===== src/rtl/mc_dram_pkg.sv =====
package mc_dram_pkg;

  // ----------------------------------------
  // widths and depths
  // ----------------------------------------
  localparam int WORD_WIDTH        = 32;
  localparam int ADDR_WIDTH        = 28;
  localparam int MSG_WORDS         = 2;
  localparam int CNT_WIDTH         = 1;
  localparam int SIZE_WIDTH        = 2;
  localparam int TAG_WIDTH         = 8;
  localparam int OUTSTANDING_WORDS = 8;
  localparam int TRANS_ID_WIDTH    = 3;

  // mesh geometry
  localparam int NUM_COLS       = 4;
  localparam int X_WIDTH        = 6;
  localparam int Y_WIDTH        = 6;
  localparam int EPA_WIDTH      = 24;
  localparam int POD_X_WIDTH    = 3;
  localparam int POD_Y_WIDTH    = 3;
  localparam int POD_WIDTH      = POD_X_WIDTH + POD_Y_WIDTH;
  localparam int WORD_IDX_WIDTH = ADDR_WIDTH - 2;

  // ----------------------------------------
  // memory message side
  // ----------------------------------------
  typedef enum logic {
    e_mem_rd,
    e_mem_wr
  } mem_msg_e;

  // size is the word count of the message, 1 or 2
  typedef struct packed {
    mem_msg_e                msg_type;
    logic [ADDR_WIDTH-1:0]   addr;
    logic [SIZE_WIDTH-1:0]   size;
    logic [TAG_WIDTH-1:0]    tag;
  } mem_header_s;

  typedef logic [MSG_WORDS-1:0][WORD_WIDTH-1:0] msg_data_t;

  // ----------------------------------------
  // network side
  // ----------------------------------------
  typedef enum logic {
    e_remote_load,
    e_remote_sw
  } mc_op_e;

  typedef struct packed {
    mc_op_e                    op;
    logic [X_WIDTH-1:0]        x_cord;
    logic [Y_WIDTH-1:0]        y_cord;
    logic [X_WIDTH-1:0]        src_x;
    logic [Y_WIDTH-1:0]        src_y;
    logic [EPA_WIDTH-1:0]      addr;
    logic [WORD_WIDTH-1:0]     data;
    logic [TRANS_ID_WIDTH-1:0] reg_id;
  } mc_packet_s;

endpackage


===== src/rtl/mem_word_if.sv =====
`timescale 1ns/100ps

// one word of a memory message, valid/yumi handshake
interface mem_word_if;

  mc_dram_pkg::mem_header_s             header;
  logic [mc_dram_pkg::ADDR_WIDTH-1:0]   addr;
  logic [mc_dram_pkg::WORD_WIDTH-1:0]   data;
  logic                                 v;
  logic                                 yumi;
  logic                                 last;

  // yumi only while v is high
  modport producer
    (output header
     , output addr
     , output data
     , output v
     , output last
     , input  yumi
     );

  modport consumer
    (input  header
     , input  addr
     , input  data
     , input  v
     , input  last
     , output yumi
     );

endinterface


===== src/rtl/cce_to_mc_dram.sv =====
`timescale 1ns/100ps

module cce_to_mc_dram
  (input  logic                                    clk_i
   , input  logic                                  rst_n_i

   , input  mc_dram_pkg::mem_header_s              mem_fwd_header_i
   , input  mc_dram_pkg::msg_data_t                mem_fwd_data_i
   , input  logic                                  mem_fwd_v_i
   , output logic                                  mem_fwd_ready_and_o

   , output mc_dram_pkg::mem_header_s              mem_rev_header_o
   , output mc_dram_pkg::msg_data_t                mem_rev_data_o
   , output logic                                  mem_rev_v_o
   , input  logic                                  mem_rev_ready_and_i

   , output mc_dram_pkg::mc_packet_s               out_pkt_o
   , output logic                                  out_pkt_v_o
   , input  logic                                  out_pkt_ready_i

   , input  logic                                  ret_v_i
   , input  logic [mc_dram_pkg::TRANS_ID_WIDTH-1:0] ret_reg_id_i
   , input  logic [mc_dram_pkg::WORD_WIDTH-1:0]     ret_data_i

   , input  logic [mc_dram_pkg::X_WIDTH-1:0]        global_x_i
   , input  logic [mc_dram_pkg::Y_WIDTH-1:0]        global_y_i
   , input  logic [mc_dram_pkg::POD_WIDTH-1:0]      dram_pod_i
   , input  logic [mc_dram_pkg::ADDR_WIDTH-1:0]     dram_offset_i
   );

  mem_word_if fwd_word ();
  mem_word_if rev_word ();

  stream_pump_in u_stream_pump_in
    (.clk_i(clk_i)
     ,.rst_n_i(rst_n_i)
     ,.msg_header_i(mem_fwd_header_i)
     ,.msg_data_i(mem_fwd_data_i)
     ,.msg_v_i(mem_fwd_v_i)
     ,.msg_ready_and_o(mem_fwd_ready_and_o)
     ,.fsm(fwd_word.producer)
     );

  dram_request_issue u_dram_request_issue
    (.clk_i(clk_i)
     ,.rst_n_i(rst_n_i)
     ,.fwd(fwd_word.consumer)
     ,.rev(rev_word.producer)
     ,.out_pkt_o(out_pkt_o)
     ,.out_pkt_v_o(out_pkt_v_o)
     ,.out_pkt_ready_i(out_pkt_ready_i)
     ,.ret_v_i(ret_v_i)
     ,.ret_reg_id_i(ret_reg_id_i)
     ,.ret_data_i(ret_data_i)
     ,.global_x_i(global_x_i)
     ,.global_y_i(global_y_i)
     ,.dram_pod_i(dram_pod_i)
     ,.dram_offset_i(dram_offset_i)
     );

  stream_pump_out u_stream_pump_out
    (.clk_i(clk_i)
     ,.rst_n_i(rst_n_i)
     ,.fsm(rev_word.consumer)
     ,.msg_header_o(mem_rev_header_o)
     ,.msg_data_o(mem_rev_data_o)
     ,.msg_v_o(mem_rev_v_o)
     ,.msg_ready_and_i(mem_rev_ready_and_i)
     );

endmodule


===== src/rtl/dram_hash.sv =====
`timescale 1ns/100ps

module dram_hash
  (input  logic [mc_dram_pkg::ADDR_WIDTH-1:0]  addr_i
   , input  logic [mc_dram_pkg::ADDR_WIDTH-1:0] offset_i
   , input  logic [mc_dram_pkg::POD_WIDTH-1:0]  pod_i

   , output logic [mc_dram_pkg::X_WIDTH-1:0]    x_cord_o
   , output logic [mc_dram_pkg::Y_WIDTH-1:0]    y_cord_o
   , output logic [mc_dram_pkg::EPA_WIDTH-1:0]  epa_o
   );

  logic [mc_dram_pkg::ADDR_WIDTH-1:0]      eff_addr;
  logic [mc_dram_pkg::WORD_IDX_WIDTH-1:0]  word_idx;
  logic [1:0]                              column;
  logic [mc_dram_pkg::POD_X_WIDTH-1:0]     pod_x;
  logic [mc_dram_pkg::POD_Y_WIDTH-1:0]     pod_y;

  assign eff_addr = addr_i + offset_i;
  assign word_idx = eff_addr[mc_dram_pkg::ADDR_WIDTH-1:2];

  // pod x sits in the low bits
  assign pod_x = pod_i[mc_dram_pkg::POD_X_WIDTH-1:0];
  assign pod_y = pod_i[mc_dram_pkg::POD_WIDTH-1:mc_dram_pkg::POD_X_WIDTH];

  // neighbouring word pairs share a bank column
  assign column = word_idx[2:1];

  assign x_cord_o = mc_dram_pkg::X_WIDTH'(pod_x * mc_dram_pkg::NUM_COLS)
                    + mc_dram_pkg::X_WIDTH'(column);

  // pod_y * 2 plus the top or bottom row select
  assign y_cord_o = mc_dram_pkg::Y_WIDTH'({pod_y, word_idx[3]});

  // drop the bank select bits 3:1 from the word index
  assign epa_o = mc_dram_pkg::EPA_WIDTH'({word_idx[mc_dram_pkg::WORD_IDX_WIDTH-1:4],
                                          word_idx[0]});

endmodule


===== src/rtl/dram_request_issue.sv =====
`timescale 1ns/100ps

module dram_request_issue
  (input  logic                                    clk_i
   , input  logic                                  rst_n_i

   , mem_word_if.consumer                          fwd
   , mem_word_if.producer                          rev

   , output mc_dram_pkg::mc_packet_s               out_pkt_o
   , output logic                                  out_pkt_v_o
   , input  logic                                  out_pkt_ready_i

   , input  logic                                  ret_v_i
   , input  logic [mc_dram_pkg::TRANS_ID_WIDTH-1:0] ret_reg_id_i
   , input  logic [mc_dram_pkg::WORD_WIDTH-1:0]     ret_data_i

   , input  logic [mc_dram_pkg::X_WIDTH-1:0]        global_x_i
   , input  logic [mc_dram_pkg::Y_WIDTH-1:0]        global_y_i
   , input  logic [mc_dram_pkg::POD_WIDTH-1:0]      dram_pod_i
   , input  logic [mc_dram_pkg::ADDR_WIDTH-1:0]     dram_offset_i
   );

  logic [mc_dram_pkg::X_WIDTH-1:0]         dram_x_cord;
  logic [mc_dram_pkg::Y_WIDTH-1:0]         dram_y_cord;
  logic [mc_dram_pkg::EPA_WIDTH-1:0]       dram_epa;
  logic [mc_dram_pkg::TRANS_ID_WIDTH-1:0]  alloc_id;
  logic                                    alloc_v;
  logic                                    issue;
  logic                                    ret_is_store;
  logic [mc_dram_pkg::WORD_WIDTH-1:0]      ret_data;
  logic [mc_dram_pkg::WORD_WIDTH-1:0]      deq_data;
  logic [mc_dram_pkg::TRANS_ID_WIDTH-1:0]  deq_id;
  logic                                    deq_v;
  mc_dram_pkg::mem_header_s                header_mem [mc_dram_pkg::OUTSTANDING_WORDS];
  logic [mc_dram_pkg::OUTSTANDING_WORDS-1:0] last_mem;

  dram_hash u_dram_hash
    (.addr_i(fwd.addr)
     ,.offset_i(dram_offset_i)
     ,.pod_i(dram_pod_i)
     ,.x_cord_o(dram_x_cord)
     ,.y_cord_o(dram_y_cord)
     ,.epa_o(dram_epa)
     );

  reorder_fifo u_reorder_fifo
    (.clk_i(clk_i)
     ,.rst_n_i(rst_n_i)
     ,.alloc_id_o(alloc_id)
     ,.alloc_v_o(alloc_v)
     ,.alloc_yumi_i(issue)
     ,.write_id_i(ret_reg_id_i)
     ,.write_data_i(ret_data)
     ,.write_v_i(ret_v_i)
     ,.deq_data_o(deq_data)
     ,.deq_id_o(deq_id)
     ,.deq_v_o(deq_v)
     ,.deq_yumi_i(rev.yumi)
     );

  // ----------------------------------------
  // outgoing request
  // ----------------------------------------
  // word, free id and network space all in one cycle
  assign issue       = fwd.v & alloc_v & out_pkt_ready_i;
  assign fwd.yumi    = issue;
  assign out_pkt_v_o = issue;

  always_comb
  begin
    out_pkt_o.op     = (fwd.header.msg_type == mc_dram_pkg::e_mem_wr)
                       ? mc_dram_pkg::e_remote_sw : mc_dram_pkg::e_remote_load;
    out_pkt_o.x_cord = dram_x_cord;
    out_pkt_o.y_cord = dram_y_cord;
    out_pkt_o.src_x  = global_x_i;
    out_pkt_o.src_y  = global_y_i;
    out_pkt_o.addr   = dram_epa;
    out_pkt_o.data   = fwd.data;
    out_pkt_o.reg_id = alloc_id;
  end

  // header kept per id until its word comes back
  always_ff @(posedge clk_i)
  begin
    if (issue)
    begin
      header_mem[alloc_id] <= fwd.header;
      last_mem[alloc_id]   <= fwd.last;
    end
  end

  // ----------------------------------------
  // returns, always accepted
  // ----------------------------------------
  // stores carry no data back
  assign ret_is_store = (header_mem[ret_reg_id_i].msg_type == mc_dram_pkg::e_mem_wr);
  assign ret_data     = ret_is_store ? '0 : ret_data_i;

  assign rev.header = header_mem[deq_id];
  assign rev.addr   = header_mem[deq_id].addr;
  assign rev.data   = deq_data;
  assign rev.v      = deq_v;
  assign rev.last   = last_mem[deq_id];

endmodule


===== src/rtl/reorder_fifo.sv =====
`timescale 1ns/100ps

module reorder_fifo
  (input  logic                                    clk_i
   , input  logic                                  rst_n_i

   , output logic [mc_dram_pkg::TRANS_ID_WIDTH-1:0] alloc_id_o
   , output logic                                  alloc_v_o
   , input  logic                                  alloc_yumi_i

   , input  logic [mc_dram_pkg::TRANS_ID_WIDTH-1:0] write_id_i
   , input  logic [mc_dram_pkg::WORD_WIDTH-1:0]     write_data_i
   , input  logic                                  write_v_i

   , output logic [mc_dram_pkg::WORD_WIDTH-1:0]     deq_data_o
   , output logic [mc_dram_pkg::TRANS_ID_WIDTH-1:0] deq_id_o
   , output logic                                  deq_v_o
   , input  logic                                  deq_yumi_i
   );

  logic [mc_dram_pkg::TRANS_ID_WIDTH-1:0]    wr_ptr_r;
  logic [mc_dram_pkg::TRANS_ID_WIDTH-1:0]    rd_ptr_r;
  logic [mc_dram_pkg::TRANS_ID_WIDTH:0]      count_r;
  logic [mc_dram_pkg::OUTSTANDING_WORDS-1:0] filled_r;
  logic [mc_dram_pkg::WORD_WIDTH-1:0]        data_mem [mc_dram_pkg::OUTSTANDING_WORDS];

  // ids go out in order and the pointers wrap at the depth
  assign alloc_id_o = wr_ptr_r;
  assign alloc_v_o  = (count_r < mc_dram_pkg::OUTSTANDING_WORDS);

  // head is released only once its return has landed
  assign deq_id_o   = rd_ptr_r;
  assign deq_v_o    = filled_r[rd_ptr_r];
  assign deq_data_o = data_mem[rd_ptr_r];

  always_ff @(posedge clk_i)
  begin
    if (!rst_n_i)
    begin
      wr_ptr_r <= '0;
      rd_ptr_r <= '0;
      count_r  <= '0;
      filled_r <= '0;
    end
    else
    begin
      if (alloc_yumi_i)
        wr_ptr_r <= wr_ptr_r + 1'b1;
      if (deq_yumi_i)
        rd_ptr_r <= rd_ptr_r + 1'b1;

      if (alloc_yumi_i & ~deq_yumi_i)
        count_r <= count_r + 1'b1;
      else if (deq_yumi_i & ~alloc_yumi_i)
        count_r <= count_r - 1'b1;

      // a return never targets the head being released
      if (write_v_i)
        filled_r[write_id_i] <= 1'b1;
      if (deq_yumi_i)
        filled_r[rd_ptr_r] <= 1'b0;
    end
  end

  always_ff @(posedge clk_i)
  begin
    if (write_v_i)
      data_mem[write_id_i] <= write_data_i;
  end

endmodule


===== src/rtl/stream_pump_in.sv =====
`timescale 1ns/100ps

module stream_pump_in
  (input  logic                      clk_i
   , input  logic                    rst_n_i

   , input  mc_dram_pkg::mem_header_s msg_header_i
   , input  mc_dram_pkg::msg_data_t   msg_data_i
   , input  logic                    msg_v_i
   , output logic                    msg_ready_and_o

   , mem_word_if.producer            fsm
   );

  logic                                busy_r;
  logic [mc_dram_pkg::CNT_WIDTH-1:0]   cnt_r;
  mc_dram_pkg::mem_header_s            header_r;
  mc_dram_pkg::msg_data_t              data_r;
  logic [mc_dram_pkg::SIZE_WIDTH-1:0]  word_num;
  logic                                accept;

  // idle means a new message can be taken
  assign msg_ready_and_o = ~busy_r;
  assign accept          = msg_v_i & msg_ready_and_o;
  assign word_num        = cnt_r + 1'b1;

  // ----------------------------------------
  // word stepping
  // ----------------------------------------
  always_ff @(posedge clk_i)
  begin
    if (!rst_n_i)
    begin
      busy_r <= 1'b0;
      cnt_r  <= '0;
    end
    else if (accept)
    begin
      busy_r <= 1'b1;
      cnt_r  <= '0;
    end
    else if (fsm.yumi)
    begin
      if (fsm.last)
        busy_r <= 1'b0;
      cnt_r <= cnt_r + 1'b1;
    end
  end

  // message capture
  always_ff @(posedge clk_i)
  begin
    if (accept)
    begin
      header_r <= msg_header_i;
      data_r   <= msg_data_i;
    end
  end

  // each word sits 4 bytes past the previous one
  assign fsm.header = header_r;
  assign fsm.addr   = header_r.addr + {cnt_r, 2'b00};
  assign fsm.data   = data_r[cnt_r];
  assign fsm.v      = busy_r;
  assign fsm.last   = (word_num == header_r.size);

endmodule


===== src/rtl/stream_pump_out.sv =====
`timescale 1ns/100ps

module stream_pump_out
  (input  logic                       clk_i
   , input  logic                     rst_n_i

   , mem_word_if.consumer             fsm

   , output mc_dram_pkg::mem_header_s msg_header_o
   , output mc_dram_pkg::msg_data_t   msg_data_o
   , output logic                     msg_v_o
   , input  logic                     msg_ready_and_i
   );

  logic                                full_r;
  logic [mc_dram_pkg::CNT_WIDTH-1:0]   cnt_r;
  mc_dram_pkg::mem_header_s            header_r;
  mc_dram_pkg::msg_data_t              data_r;
  logic [mc_dram_pkg::SIZE_WIDTH-1:0]  word_num;
  logic                                final_word;

  // no new words while a finished message waits
  assign fsm.yumi   = fsm.v & ~full_r;
  assign word_num   = cnt_r + 1'b1;
  assign final_word = (word_num == fsm.header.size);

  // ----------------------------------------
  // gather control
  // ----------------------------------------
  always_ff @(posedge clk_i)
  begin
    if (!rst_n_i)
    begin
      full_r <= 1'b0;
      cnt_r  <= '0;
    end
    else if (fsm.yumi)
    begin
      if (final_word)
      begin
        full_r <= 1'b1;
        cnt_r  <= '0;
      end
      else
        cnt_r <= cnt_r + 1'b1;
    end
    else if (msg_v_o & msg_ready_and_i)
      full_r <= 1'b0;
  end

  // word buffer, slot picked by the running count
  always_ff @(posedge clk_i)
  begin
    if (fsm.yumi)
    begin
      data_r[cnt_r] <= fsm.data;
      header_r      <= fsm.header;
    end
  end

  assign msg_header_o = header_r;
  assign msg_data_o   = data_r;
  assign msg_v_o      = full_r;

endmodule


===== config.mk =====
export PLATFORM = sky130hd
export DESIGN_NAME = cce_to_mc_dram
export DESIGN_NICKNAME = d
export VERILOG_FILES = /design/src/rtl/mc_dram_pkg.sv /design/src/rtl/mem_word_if.sv /design/src/rtl/cce_to_mc_dram.sv /design/src/rtl/dram_hash.sv /design/src/rtl/dram_request_issue.sv /design/src/rtl/reorder_fifo.sv /design/src/rtl/stream_pump_in.sv /design/src/rtl/stream_pump_out.sv
export SDC_FILE = /design/constraint.sdc
export NUM_CORES = 1
export LEC_CHECK = 0
export BUFFER_PORTS_ARGS = -buffer_cell sky130_fd_sc_hd__buf_2
export CAP_MARGIN = 20
export CORE_ASPECT_RATIO = 1.1
export CORE_MARGIN = 3
export CORE_UTILIZATION = 55
export CTS_CLUSTER_DIAMETER = 200
export DETAILED_ROUTE_END_ITERATION = 7
export PLACE_DENSITY_LB_ADDON = 0.12
export SLEW_MARGIN = 5
export SYNTH_ARGS = -nofsm -noshare
export SYNTH_HDL_FRONTEND = slang
export SYNTH_HIERARCHICAL = 1
export SYNTH_SLANG_ARGS = --single-unit

===== constraint.sdc =====
create_clock -name clk_i -period 7.35 [get_ports clk_i]
set_clock_uncertainty 0.05 [all_clocks]
set_input_delay 0.3675 -clock clk_i [delete_from_list [all_inputs] [get_ports clk_i]]
set_output_delay 0.3675 -clock clk_i [all_outputs]
set_load 0.005 [all_outputs]

======== After elaboration in Yosys (flattened, before gate mapping) ========
Memory sizes are Yosys's and may differ from the RTL's. A register that Yosys moved wholly into a read port is not among the register bits.
Cells that the tools add are included.
storage, ports and cells
  logic and storage cells ................. 102
  ROM bits ................................ 0
  flip-flop bits (word level) ............. 228
  input port bits ......................... 190
  bits in latches ......................... 0
  memories kept ........................... 2
  bits in writable memories ............... 568
memories
  memory                                        words  bits a word  rd ports  clocked after Yosys merged registers in  write ports  RTL line                  RTL
  u_dram_request_issue.header_mem               8      39           2         1                                        1            dram_request_issue.sv:35  mc_dram_pkg::mem_header_s header_mem [mc_dram_pkg::OUTSTANDING_WORDS];
  u_dram_request_issue.u_reorder_fifo.data_mem  8      32           1         1                                        1            reorder_fifo.sv:25        logic [mc_dram_pkg::WORD_WIDTH-1:0] data_mem [mc_dram_pkg::OUTSTANDING_WORDS];
operators by class
  add/subtract/negate cells ............... 11
  muxes and demuxes ....................... 33
  order comparisons ....................... 8
  eq/ne operators ......................... 3
  bitwise logic cells ..................... 15
  reductions and logical operators ........ 10
  divide/modulo/power cells ............... 0
  $mul .................................... 0
  shift operators ......................... 0
operators by type and width
  operator                                                           number
  two-way mux 32 bit                                                 4
  bitwise mux 64 bit                                                 1
  demux 32 bit (select 1 bit)                                        1
  adder 28 bit                                                       1
  adder 28 x 3 -> 28 bit                                             1
  two-way mux 8 bit                                                  3
  two-way mux 1 bit                                                  15
  two-way mux 3 bit                                                  4
  AND 8 bit                                                          1
  < comparator 3 x 4 -> 1 bit, second input constant                 2
  two-way mux 4 bit                                                  2
  inverter 8 bit                                                     1
  bitwise OR 8 bit                                                   1
  nonzero test 2 bit                                                 4
  AND 1 bit                                                          7
  adder 3 x 1 -> 3 bit, second input constant                        2
  adder 5 x 2 -> 6 bit                                               1
  demux 1 bit (select 3 bit)                                         2
  greater-or-equal comparator 3 x 1 -> 1 bit, second input constant  2
  inverter 1 bit                                                     5
  adder 1 x 1 -> 2 bit, second input constant                        2
  adder 4 x 1 -> 4 bit, second input constant                        1
  equality test 2 bit                                                2
  < comparator 1 x 2 -> 1 bit, second input constant                 2
  9 further kinds                                                    13

======== Logic depth before layout (Yosys ltp) ========
  word-level depth ........................ 9
  gate-level depth with buffers ........... 15
  mapped depth without buffers ............ 14

======== Hierarchy ========
Netlist, hierarchy kept.
by module, submodules not included
  module              cells each  times used  area each (sq um)  seq. area each (sq um)
  dram_request_issue  591         1           13128.8            9609.2
  reorder_fifo        464         1           10734.0            8107.8
  stream_pump_in      217         1           4077.7             3133.0
  stream_pump_out     119         1           3223.1             3133.0
  dram_hash           188         1           1316.3             0.0

======== Worst setup path after synthesis ========
OpenSTA, ideal clock, no wires.
  path kind ............................... reg2reg
  from .................................... register u_stream_pump_in.busy_r (netlist: u_stream_pump_in/fsm.v)
  to ...................................... register u_stream_pump_in/data_r[0] (netlist name), enable pin
  stages on the path, launching flop included .. 2
  path slack .............................. 1.786 ns
  library setup time ...................... 0.580 ns
  buffers on the path ..................... 0
  arrival time ............................ 4.934 ns
  data required time ...................... 6.720 ns
  cell sequence ........................... dfxtp_1 > nor2b_1
on the way
  word-level cells in the longest chain between the ends .. 2
ends and longest elaborated chain
  item                         RTL line              RTL
  from (decl)                  stream_pump_in.sv:15  logic busy_r;
  from (signal assigned)       stream_pump_in.sv:34  busy_r <= 1'b0;
  from (signal assigned)       stream_pump_in.sv:39  busy_r <= 1'b1;
  from (signal assigned)       stream_pump_in.sv:45  busy_r <= 1'b0;
  inverter 1 bit               stream_pump_in.sv:23  assign msg_ready_and_o = ~busy_r;
  AND 1 bit                    stream_pump_in.sv:24  assign accept = msg_v_i & msg_ready_and_o;
  via u_stream_pump_in.accept  stream_pump_in.sv:20  logic accept;
  to (signal assigned)         stream_pump_in.sv:56  data_r <= msg_data_i;
  to (decl)                    stream_pump_in.sv:18  mc_dram_pkg::msg_data_t data_r;
The timed path passes the listed nets, and every way through them passes these cells.
A chain may end at the register's enable or synchronous reset.

==> run summary <==
status - finished, final reports clean
Hold Vio Cnt, Final - 0
Resized cells post-CTS - 0
die width - 236.6 um
clk root buf - clkbuf_16
worst path cell trace - ha_1 > ha_1 > and3_1 > nand2_1 > nor3_1 > xor2_1 > ha_1 > nand2_1 > nor2_1 > nand2_1 > o31ai_1 > a21oi_1 > o21ai_1 > xor2_1 > buf_2
Area growth syn-to-layout - 17.14%
CP Capture Type - output port
Buf+Inv Stages, Crit Path - 1
Layout Utilization - 0.6550
CP startpoint kind - flip-flop
Slew @ Worst Pin - 1.115 ns
WP data arrival - 4.37 ns
Post-Synthesis Cell Area - 32180 sq um
GPL Wtd Cong - 0.8692
Fmax - 0.2089 GHz
Initial Util - 0.5591
H-tree levels - 3
unrepaired setup endpoints after global routing - false
CP required - 6.93 ns
final setup TNS - 0 ns
Area after DPL - 34130 sq um
vias in the first global route - 16683
cts bufs inserted - 79
Synth Warn # - 6
leakage power total - 0.01292 uW
grt met3 use - 0.03638
post-route ant nets - 0
PortBufs - 339
Iter 0 DRT Violations - 1071
Vias/cell - 5.649
worst-path fanout max - 9
CTS tree - yes
cell-internal power - 7640 uW
largest net degree at the start of global routing - 65
met2 usage - 0.3765
area of the die - 61450 sq um
NetSw - 1977 uW
GRT Max-Usage Layer - met2
Via Count - 15783
Max rail drop VDD - 0.1603 mV
sequential share of power - 0.538
endpoints failing setup - 0
DR DRC count - 0
Top Ports - 380
initial antenna violation count - 1
pwr/cell area - 255.1 nW/um^2
remaining global-route overflow - 0
Total Routing Usage GR - 0.2129
layout cells sized above 1 - 0.3506
switch share - 0.2056
CTS sink cnt - 799
FILL cells - 3886
mean post-synth cell area - 20.52 sq um
Max Cap Viol - 0
row count - 92
Worst path slowest cell - o31ai_1
Layout Cell Area excl Fill - 37700 sq um
Die Ht - 259.7 um
Antenna diodes - 0
clock transition at the registers of the reported paths - 0.06 ns
Hold WS - 0.06865 ns
hpwl dp - 37.56 mm
clock buffer depth - 3
Top delay family on crit path - simple AND/OR/NAND/NOR gates
Total Power - 9617 uW
crit path kind - reg -> out
Clk pwr share - 0.401
met1 Track Usage GR - 0.2711
Slew Limit Fails - 0
Comb power frac - 0.060
drt first pass iters - 5
Setup Fix Bufs, Post-CTS - 0
fin nets - 2203
first-pass GRT wire length - 98.59 mm
clk_lat worst skew - 0.61 ns
min Tclk post-route - 4.787 ns
Hold WC Path Type - in -> reg
Cells after Synth - 1568
max incr delay on CP - 0.50 ns
WL final - 65.58 mm
Slew headroom - 0.2566
core area - 57560 sq um
Period Utilization, post-route - 0.6513
drt wl/cell - 23.47 um
power by group through the flow:
stage	Combinational (uW)	Clock [uW]	Sequential [uW]
after floorplan	383	0	5250
after detailed placement	538	0	5270
after global placement	531	0	5270
final	581	3860	5180
after global routing	633	4130	5190
after CTS	586	3950	5180
state kept, by name, indices dropped and copies added (netlist names), named ones only:
name	flops
u_stream_pump_out/msg_header_o	39
u_dram_request_issue/header_mem	312
u_dram_request_issue/u_reorder_fifo/filled_r	8
u_dram_request_issue/u_reorder_fifo/alloc_id_o	3
u_dram_request_issue/u_reorder_fifo/data_mem	256
u_dram_request_issue/u_reorder_fifo/count_r	4
u_stream_pump_in/data_r	64
u_stream_pump_out/msg_v_o	1
u_stream_pump_in/cnt_r	1
u_stream_pump_out/cnt_r	1
u_stream_pump_in/fsm.header	39
u_dram_request_issue/u_reorder_fifo/deq_id_o	3
u_stream_pump_out/msg_data_o	64
u_stream_pump_in/fsm.v	1
area by class of cell:
class,count,area (sq um),share of cell area
timing repair buffer,470,2955,0.07840
tap,752,940.9,0.02496
multi-input combinational,620,7516,0.1994
sequential,799,23760,0.6303
inverter,9,33.78,0.0008962
clock inverter,32,234.0,0.006207
clock buffer,112,2257,0.05988
worst reg2reg max path: stages, from the launching register on:
cell and delay (ns):
dfxtp_2 0.32, buf_4 0.61, mux4_2 0.35, mux2_2 0.18
nand2b_4 0.08, inv_2 0.06, buf_4 0.61, and2_2 0.89
final timing paths:
path	cells after the start	start	slack (ns)	to
setup reg to reg	7	u_dram_request_issue/u_reorder_fifo/deq_id_o[2]	3.75	u_stream_pump_out/msg_data_o[33]
setup / recovery	15	u_stream_pump_in/fsm.header[12]	2.56	out_pkt_o[55]
hold reg to reg	2	u_dram_request_issue/u_reorder_fifo/count_r[3]	0.43	u_dram_request_issue/u_reorder_fifo/count_r[3]
hold / removal	2	ret_data_i[16]	0.07	flip-flop
routing by layer:
layer	share of wire	routed length, um
met5	0.00020	13
met4	0.022	1461
met3	0.049	3242
met2	0.52	34180
met1	0.41	26690
through the flow:
stage	setup WS, ns	cells
after floorplan	1.786	1571
after global placement	3.314	2544
after detailed placement	3.270	2544
after CTS	2.582	2793
after global routing	2.169	2794
final	2.563	2794
repair_timing:
action                                 CTS  global route
setup endpoints to repair                0             0
endpoints found under the hold margin  105             0
hold buffers                           105             0
cell usage in the layout (no fill, tap or decap), types with 5 or more instances in the layout:
cell             n
mux4_1          75
o21ai_0         17
dfxtp_1         18
nand3_1         14
and2_4          20
o221a_2          8
xor2_1          17
nor3_1           5
a21oi_1         27
clkinv_1        15
and2_1          17
mux4_2          70
ha_1            33
nor2_4          13
a21o_1           6
inv_1            8
dlygate4sd3_1  105
clkinv_2        11
nand2_1         37
mux2_2         104
nor2b_1          6
nand4_1         11
nand2b_1        10
and3_1           5
xnor2_1         37
clkbuf_16       84
buf_4           25
clkbuf_1        23
mux2i_1          8
buf_2          339
nor2_1          23
edfxtp_1       774
clkbuf_8         5
(Power assumes the default switching activity.)
